File: src/hdl/mulPkg.sv
package mulPkg;

    // operation selector for the multiply unit
    // all three ops form the full double-width product
    // and differ only in the extension and the half returned
    typedef enum logic [1:0] {
        // low word, sign does not matter
        mulW   = 2'b00,
        // high word, both operands signed
        mulhW  = 2'b01,
        // high word, both operands unsigned
        mulhWu = 2'b10
    } mulOpT;

    // architectural register file address
    typedef logic [4:0] archRegT;

    // sideband carried next to the partial products
    // op picks the result half in the last stage
    // destReg goes back out with the result
    typedef struct packed {
        mulOpT   op;
        archRegT destReg;
    } mulTagT;

endpackage

File: src/hdl/productStage.sv
`timescale 1ns/1ps

module productStage #(
    parameter int OperandWidth = 32
) (
    input  logic                        Clk,
    input  logic                        reset,
    input  logic                        stageValid,
    input  mulPkg::mulTagT              stageTag,
    input  logic [2*OperandWidth+1:0]   sumRow,
    input  logic [2*OperandWidth+1:0]   carryRow,
    output logic [OperandWidth-1:0]     product,
    output mulPkg::archRegT             productDest,
    output logic                        productValid
);
    import mulPkg::*;

    localparam int RowWidth = 2 * OperandWidth + 2;

    typedef logic [OperandWidth-1:0] wordT;

    // only the low double width is meaningful
    logic [RowWidth-1:0]    fullSum;
    wordT                   resultWord;

    // final carry-propagate add
    assign fullSum = sumRow + carryRow;

    // mulW takes the low word and the high variants the high word
    assign resultWord = (stageTag.op == mulW) ? fullSum[OperandWidth-1:0]
                                              : fullSum[2*OperandWidth-1:OperandWidth];

    // one valid pulse per request
    always_ff @(posedge Clk) begin
        if (reset) begin
            productValid <= 1'b0;
        end else begin
            productValid <= stageValid;
        end
    end

    // result payload
    always_ff @(posedge Clk) begin
        if (stageValid) begin
            product <= resultWord;
            productDest <= stageTag.destReg;
        end
    end

    // the two extension bits only repeat the product sign
    // and stay zero for mulhWu
    extensionCheck: assert property (
        @(posedge Clk) disable iff (reset)
        stageValid |-> fullSum[RowWidth-1:2*OperandWidth]
                       == {2{(stageTag.op != mulhWu) && fullSum[2*OperandWidth-1]}}
    ) else $error("productStage: bits above the product are not a sign extension");

endmodule

File: config.mk
export PLATFORM = sky130hd
export DESIGN_NAME = productStage
export DESIGN_NICKNAME = d
export VERILOG_FILES = /design/src/hdl/mulPkg.sv /design/src/hdl/productStage.sv
export SDC_FILE = /design/constraint.sdc
export NUM_CORES = 1
export LEC_CHECK = 0
export ABC_CLOCK_PERIOD_IN_PS = 6100
export BUFFER_PORTS_ARGS = -buffer_cell sky130_fd_sc_hd__buf_2
export CAP_MARGIN = 20
export CORE_MARGIN = 2
export CORE_UTILIZATION = 26
export DETAILED_ROUTE_END_ITERATION = 8
export GPL_TIMING_DRIVEN = 0
export PLACE_DENSITY = 0.53
export SETUP_SLACK_MARGIN = 0.02
export SLEW_MARGIN = 15
export SYNTH_ARGS = -nofsm -noshare
export SYNTH_HDL_FRONTEND = slang
export SYNTH_SLANG_ARGS = --single-unit
File: constraint.sdc
create_clock -name Clk -period 6.1 [get_ports Clk]
set_clock_uncertainty 0.1 [all_clocks]
set_input_delay 0.305 -clock Clk [delete_from_list [all_inputs] [get_ports Clk]]
set_output_delay 0.305 -clock Clk [all_outputs]
set_load 0.1 [all_outputs]
==> results of run 1 <==
## path summary, 6_finish.rpt
check	end	slack, ns	cells after the start
setup / recovery	product[30]	2.58	12
hold / removal	productValid	0.06	2
## through the flow
stage          total power [µW]  instances  util (%)
6_report                   1520       1148      33.2
5_1_grt                    1600       1148      33.2
4_1_cts                    1530       1148      33.2
3_5_place_dp               1250       1140      32.5
3_3_place_gp               1250       1140      32.5
2_1_floorplan              1010        695         -
## area by class of cell
cell class / instances / area [µm²] / area share, %
multi-input combinational: 604 / 4000 / 59.7
sequential: 38 / 1130 / 16.9
timing repair buffer: 175 / 876 / 13.1
tap: 270 / 338 / 5.04
clock buffer: 6 / 139 / 2.07
buffer: 31 / 121 / 1.81
inverter: 22 / 82.6 / 1.23
clock inverter: 2 / 12.5 / 0.187
## flip-flops by register name, summed over array words and instances, names as in the netlist
name          count
productDest       5
productValid      1
product          32
## logic make-up after synthesis
family	count (synthesis)	synth area share, %
XOR/XNOR	51	8.37
adder cells (fa/ha/maj)	64	15.1
multiplexers	2	0.375
AO/OA/AOI/OAI	265	31.2
flip-flops	38	21.2
AND/OR/NAND/NOR	222	19.9
buffers and inverters	53	3.82
## cells in the final DEF, fill, tap and decap left out, drive strengths merged, types with 21 or more instances in the layout
cell type,instances
a21o,34
nand2,75
inv,22
buf,179
nor2,44
clkbuf,33
o21bai,21
a21oi,97
xnor2,33
edfxtp,37
nand3,22
o21ai,55
nand4,22
ha,63
## power by group through the flow
| stage | Combinational (µW) | Sequential (µW) | Clock (µW) |
|---|---|---|---|
| after floorplan | 380 | 634 | 0 |
| after global placement | 899 | 354 | 0 |
| after detailed placement | 895 | 354 | 0 |
| after CTS | 898 | 349 | 282 |
| after global routing | 963 | 352 | 288 |
| final | 901 | 348 | 273 |
## routing by layer
| metal | track usage [%] | vias up | wire [µm] |
|---|---|---|---|
| li1 | - | 2969 | - |
| met1 | 25.6 | 2681 | 9740 |
| met2 | 30.3 | 192 | 9330 |
| met3 | 2.05 | 18 | 1130 |
| met4 | 3.65 | 0 | 227 |
| met5 | 0 | - | 0 |
## critical path, delay by kind of cell
family	cells	cell delay, ns
buffers and inverters	1	0.10
xor gates and xnor gates	1	0.32
adders and majority gates	2	0.63
and+or+nand+nor	2	0.30
AOI/OAI and AO/OA	6	1.75
==> results.md, run 1 <==
* Status: complete, no violations
* Yosys top cell area share at 20.8%
* Mean post-synth cell area at about 7.7 µm²
* Top cells by area, synth: edfxtp_1, ha_1, a21oi_1, xnor2_1, nand2_1
* ANT nets after route at 0
* Chip height at around 150 µm
* Tmin final at about 3.5 ns
* Post-synth EDFFs at 37
* Tcrit/Tclk final at 57.6%
* First-pass GRT wire length at 30.7 mm
* Initial core utilization at 26.5%
* Startpoint Class: primary input
* Seq/Total Area, Yosys at a little over a fifth
* Starting DRT DRC Count at around 300
* Worst VDD drop at approximately 95 µV
* Critical path, cell by cell: buf_2, ha_1, fa_1, a21o_1, nand4_1, nand4_1, a221oi_1, o21ai_0, a31oi_1, o21bai_1, xnor2_1, a211oi_1
* Clk root buf: clkbuf_16
* Overflow after GRT at 0
* Post-synthesis register bit count at 38
* Flop pwr share at 22.9%
* CP Capture Type: flip-flop
* Unrepaired setup endpoints after global routing: false
* IO Count at 180
* Final nets at ~1,100
* PnR worst setup slack at between 2 and 3 ns
* GPL Wtd Cong at roughly 0.93
* FILL cells at 2,250
* Critical Path AT at about 3.4 ns
* Largest net degree at the start of global routing at 39
* Worst hold path class: primary input to flip-flop
* Total number of yosys warnings at 0
* Post-route design area at 6700 µm²
* Number of I/O port buffers at 175
* Share of layout cells above drive strength 1 at 23.1%
* Total CTS buffers at 5
* HPWL after DPL at between 15 and 20 mm
* CP Max Fanout at 3
* Synth-to-Final Area Change at 25.6%
* Vias at between 5,000 and 6,000
* CP Class: primary input to flip-flop
* Clock sinks at 38
* H-tree Lvls at 2
* Cell Int Power at 748 µW
* Final setup fails at 0
* Leakage at around 0.0030 µW
* Clock Tree Buf Depth at 2
* Vias in the first global route at approximately 5,700
* Power share of the combinational group at approximately three fifths
* Number of diodes at 0
* Main synth FF type: edfxtp_1
* Hold-fix buffers at CTS at 0
* Mapped Nets at 901
* Max stage delay cell, worst path: a221oi_1
* Post-Syn Area at around 5300 µm²
* Wire length per cell at about 18 µm
* Synth Instances at a little under 700
* Fin. Hold Viols at 0
* Crit path required time at approximately 6.0 ns
* Worst min-delay path startpoint: reset
* Pre-CTS setup slack at roughly 2.3 ns
* Initial antenna violation count at 0
* Setup_tns at 0 ns
* GRT Util Overall at approximately 18%
* Residual DRC count at 0
* Leading cell types by count after synthesis: a21oi_1, nand2_1, ha_1
* Maxcap violations at 0
* Clock power frac at between 10% and 20%
* Worst Setup SP: sumRow[0]
* Placement Cell Area at roughly 6600 µm²
* First-pass DRT Iterations at 5
* Rows at 52
* Vias per cell at 5.10
* Pwr dens at 227 nW/µm²
* Most frequent CP cell: nand4_1
* Final wirelength at between 20 and 25 mm
* Die X at about 150 µm
* Area leader, netlist: edfxtp_1
* Net Switching at between 700 and 800 µW
* Hold WS at approximately 0.06 ns
* Core area at 20,200 µm²
* Worst-path clk slew at roughly 0.06 ns
* Async set or reset register ratio after synthesis at 0%
* Worst slew margin at about a quarter
* Final Max Tran Viols at 0
* CTS tree: built
* Yosys cell types at 61
* Setup bufs post-CTS at 0
* Slowest stage delay, CP at roughly 0.56 ns
* Least-Margin Pin Slew at ~1.1 ns
* Most frequent cell after synthesis: a21oi_1
* Full die area at between 20,000 and 25,000 µm²
* Switching Share at 50.8%
* Resized cells post-CTS at 0
* Fmax at about 280 MHz
(Power assumes the default switching activity.)
==> inputs of run 2 (changes only) <==
- ABC_CLOCK_PERIOD_IN_PS: 6100 -> 3400
- clock period: 6.1 -> 3.4 ns (I/O delays scaled with it)
==> run 2 against run 1 <==
  * Clock-buffer cell count unchanged
  * Combinational power up 81%
  * Sequential cell count unchanged
  * Sequential power up 79%
  * Die area unchanged
  * Global-route usage about the same
  * Routed wire length about the same
  * Clock power up 80%
  * Cell count up 0.52%
  * Power up 80%
==> results.md, run 2 (synthesis gave the netlist of run 1 again) <==
* Status: complete, no violations (unchanged)
* Overflow after GRT at 0 (unchanged)
* Placement Cell Area at 6550 µm² (unchanged)
* Setup bufs post-CTS at 0 (unchanged)
* Fmax at around 310 MHz
* Crit path required time at 3.31 ns (was 6.00 ns)
* Share of layout cells above drive strength 1 at 23.3% (was 23.1%)
* Initial core utilization at 26.5% (unchanged)
* Clk root buf: clkbuf_16 (unchanged)
* GRT Util Overall at 18.3% (was 18.2%)
* Largest net degree at the start of global routing at 39 (unchanged)
* Clock sinks at 38 (unchanged)
* HPWL after DPL at 17.3 mm (unchanged)
* Clock Tree Buf Depth at 2 (unchanged)
* Final nets at 1,089 (was 1,083)
* Final core utilization at 33.6% (was 33.2%)
* Startpoint Class: primary input (unchanged)
* Vias in the first global route at 5,680 (was 5,655)
* Residual DRC count at 0 (unchanged)
* IO Count at 180 (unchanged)
* Core area at 20,200 µm² (unchanged)
* Starting DRT DRC Count at 251 (was 309)
* Largest regs: product (32), productDest (5), productValid (1) (unchanged)
* Synth-to-Final Area Change at 27.1% (was 25.6%)
* Hold WS at 0.199 ns (was 0.0616 ns)
* Vias per cell at 5.08 (was 5.10)
* Number of diodes at 0 (unchanged)
* Least-Margin Pin Slew at 1.11 ns (was 1.12 ns)
* CP Max Fanout at 3 (unchanged)
* Rows at 52 (unchanged)
* CP Class: primary input to flip-flop (unchanged)
* Wire length per cell at 17.7 µm (was 17.8 µm)
* Top reg by flops: product (unchanged)
* Worst slew margin at 26.0% (was 25.1%)
* Final Max Tran Viols at 0 (unchanged)
* Final wirelength at 20.4 mm (about the same)
* Full die area at 21,700 µm² (unchanged)
* Setup_tns at 0 ns (unchanged)
* CTS tree: built (unchanged)
* Finished Layout Cells at 1,154 (was 1,148)
* CP Capture Type: flip-flop (unchanged)
* Worst-path clk slew at 0.06 ns (about the same)
* Vias at 5,867 (was 5,860)
* FILL cells at 2,251 (was 2,250)
* Initial antenna violation count at 0 (unchanged)
* Cell Count Post-Placement at 1,140 (unchanged)
* Die X at 147 µm (unchanged)
* H-tree Lvls at 2 (unchanged)
* Fin. Hold Viols at 0 (unchanged)
* Tcrit/Tclk final at roughly 94%
* First-pass GRT wire length at 30.8 mm (was 30.7 mm)
* Commonest non-fill, non-tap cell in the layout: buf_2 (unchanged)
* Worst VDD drop at 172 µV (was 94.9 µV)
* Critical Path AT at 3.10 ns (was 3.42 ns)
* Pwr dens at 404 nW/µm² (was 227 nW/µm²)
* Number of I/O port buffers at 175 (unchanged)
* Total CTS buffers at 5 (unchanged)
* GPL Wtd Cong at 0.931 (unchanged)
* Maxcap violations at 0 (unchanged)
* Leakage at 0.00302 µW (was 0.00298 µW)
* Worst hold path class: primary input to flip-flop (unchanged)
* Unrepaired setup endpoints after global routing: false (unchanged)
* Post-route design area at 6780 µm² (was 6700 µm²)
* Most frequent cells in the layout: buf_2, a21oi_1, nand2_1 (unchanged)
* Number of flip-flops in the largest register at 32 (unchanged)
* ANT nets after route at 0 (unchanged)
* Chip height at 147 µm (unchanged)
* Tmin final at 3.19 ns
* Final setup fails at 0 (unchanged)
* First-pass DRT Iterations at 4 (was 5)
-- run 2: power breakdown --
group | switching, µW | total [µW] | internal [µW]
combinational | 1170 | 1630 | 451
sequential | 16.3 | 624 | 608
clock | 200 | 491 | 291
-- run 2: through the flow --
| stage | power, µW | setup slack [ns] |
|---|---|---|
| finish | 2740 | 0.208 |
| global route | 2890 | 0.0280 |
| CTS | 2750 | 0.0470 |
| detailed placement | 2240 | -0.254 |
| global placement | 2250 | -0.242 |
| floorplan | 1820 | 0.590 |
-- run 2: timing repair --
action | CTS | global route
endpoints found under the setup margin | 0 | 1
endpoints found under the hold margin | 6 | 0
gates resized for setup | 0 | 3
hold buffers | 6 | 0
-- run 2: layout make-up --
class	instances	area [µm²]	area share, %
Inverter	22	82.6	1.22
Tap cell	270	338	4.98
Clock inverter	2	12.5	0.184
Buffer	31	121	1.79
Timing Repair Buffer	181	936	13.8
Sequential cell	38	1130	16.7
Clock buffer	6	139	2.05
Multi-Input combinational cell	604	4020	59.3
-- run 2: worst paths after layout --
check	slack, ns	to	startpoint	cells past startpoint
setup / recovery	0.21	product[28]	sumRow[0]	12
hold / removal	0.20	product[0]	carryRow[0]	4
-- run 2: worst max-delay path: stages --
cell,delay [ns]
buf_2,0.08
ha_1,0.20
fa_1,0.22
a21o_1,0.15
nand4_1,0.17
a2111oi_2,0.51
o2111ai_1,0.28
a211oi_1,0.38
o21ai_1,0.24
o41ai_1,0.38
xnor2_1,0.20
a21oi_1,0.10
-- run 2: per-layer routing --
| metal | routed length (µm) | up-vias | GRT usage, % | part of all wire (%) |
|---|---|---|---|---|
| met5 | 0 | - | 0 | 0 |
| met4 | 245 | 0 | 3.65 | 1.2 |
| met3 | 897 | 17 | 1.99 | 4.4 |
| met2 | 9360 | 165 | 30.4 | 46 |
| met1 | 9910 | 2707 | 25.7 | 49 |
| li1 | - | 2978 | - | - |
==> inputs of run 3 (changes only) <==
- CTS_BUF_LIST: unset -> sky130_fd_sc_hd__clkbuf_4 sky130_fd_sc_hd__clkbuf_8
==> run 3 against run 2 <==
  * Non-clock buffer count unchanged
  * Global-route usage about the same
  * Critical path depth unchanged
==> results.md, run 3 (synthesis gave the netlist of run 1 again) <==
* Vias at 5,877 (was 5,867)
* Final wirelength at 20.5 mm (was 20.4 mm)
* Crit path required time at 3.33 ns (was 3.31 ns)
* CP Class: primary input to flip-flop (unchanged)
* Vias per cell at 5.09 (was 5.08)
* FILL cells at 2,254 (was 2,251)
* Largest net degree at the start of global routing at 39 (unchanged)
* Synth-to-Final Area Change at 25.9% (was 27.1%)
* Commonest non-fill, non-tap cell in the layout: buf_2 (unchanged)
* Core area at 20,200 µm² (unchanged)
* Fmax at 314 MHz (was 313 MHz)
* H-tree Lvls at 2 (unchanged)
* Fin. Hold Viols at 0 (unchanged)
* Final Max Tran Viols at 0 (unchanged)
* Finished Layout Cells at 1,154 (unchanged)
* Design Power at 2590 µW (was 2740 µW)
* Pwr dens at 386 nW/µm² (was 404 nW/µm²)
* Cell Count Post-Placement at 1,140 (unchanged)
* Hold WS at 0.182 ns (was 0.199 ns)
* Final setup fails at 0 (unchanged)
* Worst-path clk slew at 0.08 ns (was 0.06 ns)
* Status: complete, no violations (unchanged)
* Clk root buf: clkbuf_8 (was clkbuf_16)
* ANT nets after route at 0 (unchanged)
* Critical Path AT at 3.11 ns (was 3.10 ns)
* GPL Wtd Cong at 0.931 (unchanged)
* Total CTS buffers at 5 (unchanged)
* First-pass GRT wire length at 30.7 mm (was 30.8 mm)
* Full die area at 21,700 µm² (unchanged)
* Final nets at 1,089 (unchanged)
* Final core utilization at 33.3% (was 33.6%)
* Startpoint Class: primary input (unchanged)
* Worst slew margin at 22.0% (was 26.0%)
* HPWL after DPL at 17.3 mm (unchanged)
* Clock sinks at 38 (unchanged)
* Top reg by flops: product (unchanged)
* Clock Tree Buf Depth at 2 (unchanged)
* Tmin final at 3.18 ns (was 3.19 ns)
* Number of diodes at 0 (unchanged)
* Initial core utilization at 26.5% (unchanged)
* Wire length per cell at 17.7 µm (about the same)
* Maxcap violations at 0 (unchanged)
* Worst hold path class: primary input to flip-flop (unchanged)
* GRT Util Overall at 18.2% (was 18.3%)
* IO Count at 180 (unchanged)
* Post-route design area at 6720 µm² (was 6780 µm²)
* Number of I/O port buffers at 175 (unchanged)
* Vias in the first global route at 5,674 (was 5,680)
* Placement Cell Area at 6550 µm² (unchanged)
* Rows at 52 (unchanged)
* Overflow after GRT at 0 (unchanged)
* Leakage at 0.00298 µW (was 0.00302 µW)
* CTS tree: built (unchanged)
* CP Max Fanout at 3 (unchanged)
* Unrepaired setup endpoints after global routing: false (unchanged)
* Least-Margin Pin Slew at 1.17 ns (was 1.11 ns)
* Residual DRC count at 0 (unchanged)
* Die X at 147 µm (unchanged)
* Chip height at 147 µm (unchanged)
* Largest regs: product (32), productDest (5), productValid (1) (unchanged)
* Share of layout cells above drive strength 1 at 23.2% (was 23.3%)
* Initial antenna violation count at 0 (unchanged)
* Tcrit/Tclk final at 93.6% (was 93.9%)
* CP Capture Type: flip-flop (unchanged)
* Number of flip-flops in the largest register at 32 (unchanged)
* Starting DRT DRC Count at 282 (was 251)
* First-pass DRT Iterations at 4 (unchanged)
* Worst VDD drop at 121 µV (was 172 µV)
* Most frequent cells in the layout: buf_2, a21oi_1, nand2_1 (unchanged)
-- run 3: cell count changes in the layout (fill, tap and decap cells not counted) --
cell	change
clkbuf_16	-5
clkbuf_8	+5
xnor2_1	+1
xnor2_2	-1
-- run 3: repair_timing --
item	4_1_cts	5_1_grt
setup buffers	0	0
hold endpoints to repair	6	0
hold buffers	6	0
endpoints found under the setup margin	0	1
resized for setup	0	2
-- run 3: per-layer routing --
layer / global-route usage (%) / routed length (µm)
met3: 1.99 / 978
met4: 3.37 / 224
met1: 25.7 / 9870
met2: 30.5 / 9380
met5: 0 / 0
-- run 3: stage by stage --
| stage | setup TNS, ns | setup WS [ns] |
|---|---|---|
| floorplan | 0 | 0.590 |
| global placement | -0.577 | -0.242 |
| detailed placement | -0.587 | -0.254 |
| CTS | 0 | 0.0741 |
| global route | 0 | 0.0569 |
| finish | 0 | 0.219 |
-- run 3: critical path: stages --
cell	delay, ns
buf_2	0.08
ha_1	0.20
fa_1	0.22
a21o_1	0.15
nand4_1	0.18
a2111oi_2	0.51
o2111ai_1	0.28
a211oi_1	0.38
o21ai_1	0.25
o41ai_1	0.39
xnor2_1	0.20
a21oi_1	0.10
-- run 3: worst paths after layout --
| check | from | end | slack [ns] | depth (start not counted) |
|---|---|---|---|---|
| hold / removal | carryRow[0] | product[0] | 0.18 | 4 |
| setup / recovery | sumRow[0] | product[28] | 0.22 | 12 |
-- run 3: final cells by class --
class,count,area [µm²],share of cell area (%)
buffer,31,121,1.81
clock buffer,6,82.6,1.23
clock inverter,2,12.5,0.186
inverter,22,82.6,1.23
multi-input combinational,604,4020,59.8
sequential,38,1130,16.8
tap,270,338,5.03
timing repair buffer,181,936,13.9
-- run 3: where the power goes --
group	switching, µW	internal, µW	leakage, µW
Clock	182	163	0.0000472
Sequential	16.4	607	0.000371
Combinational	1180	449	0.00257
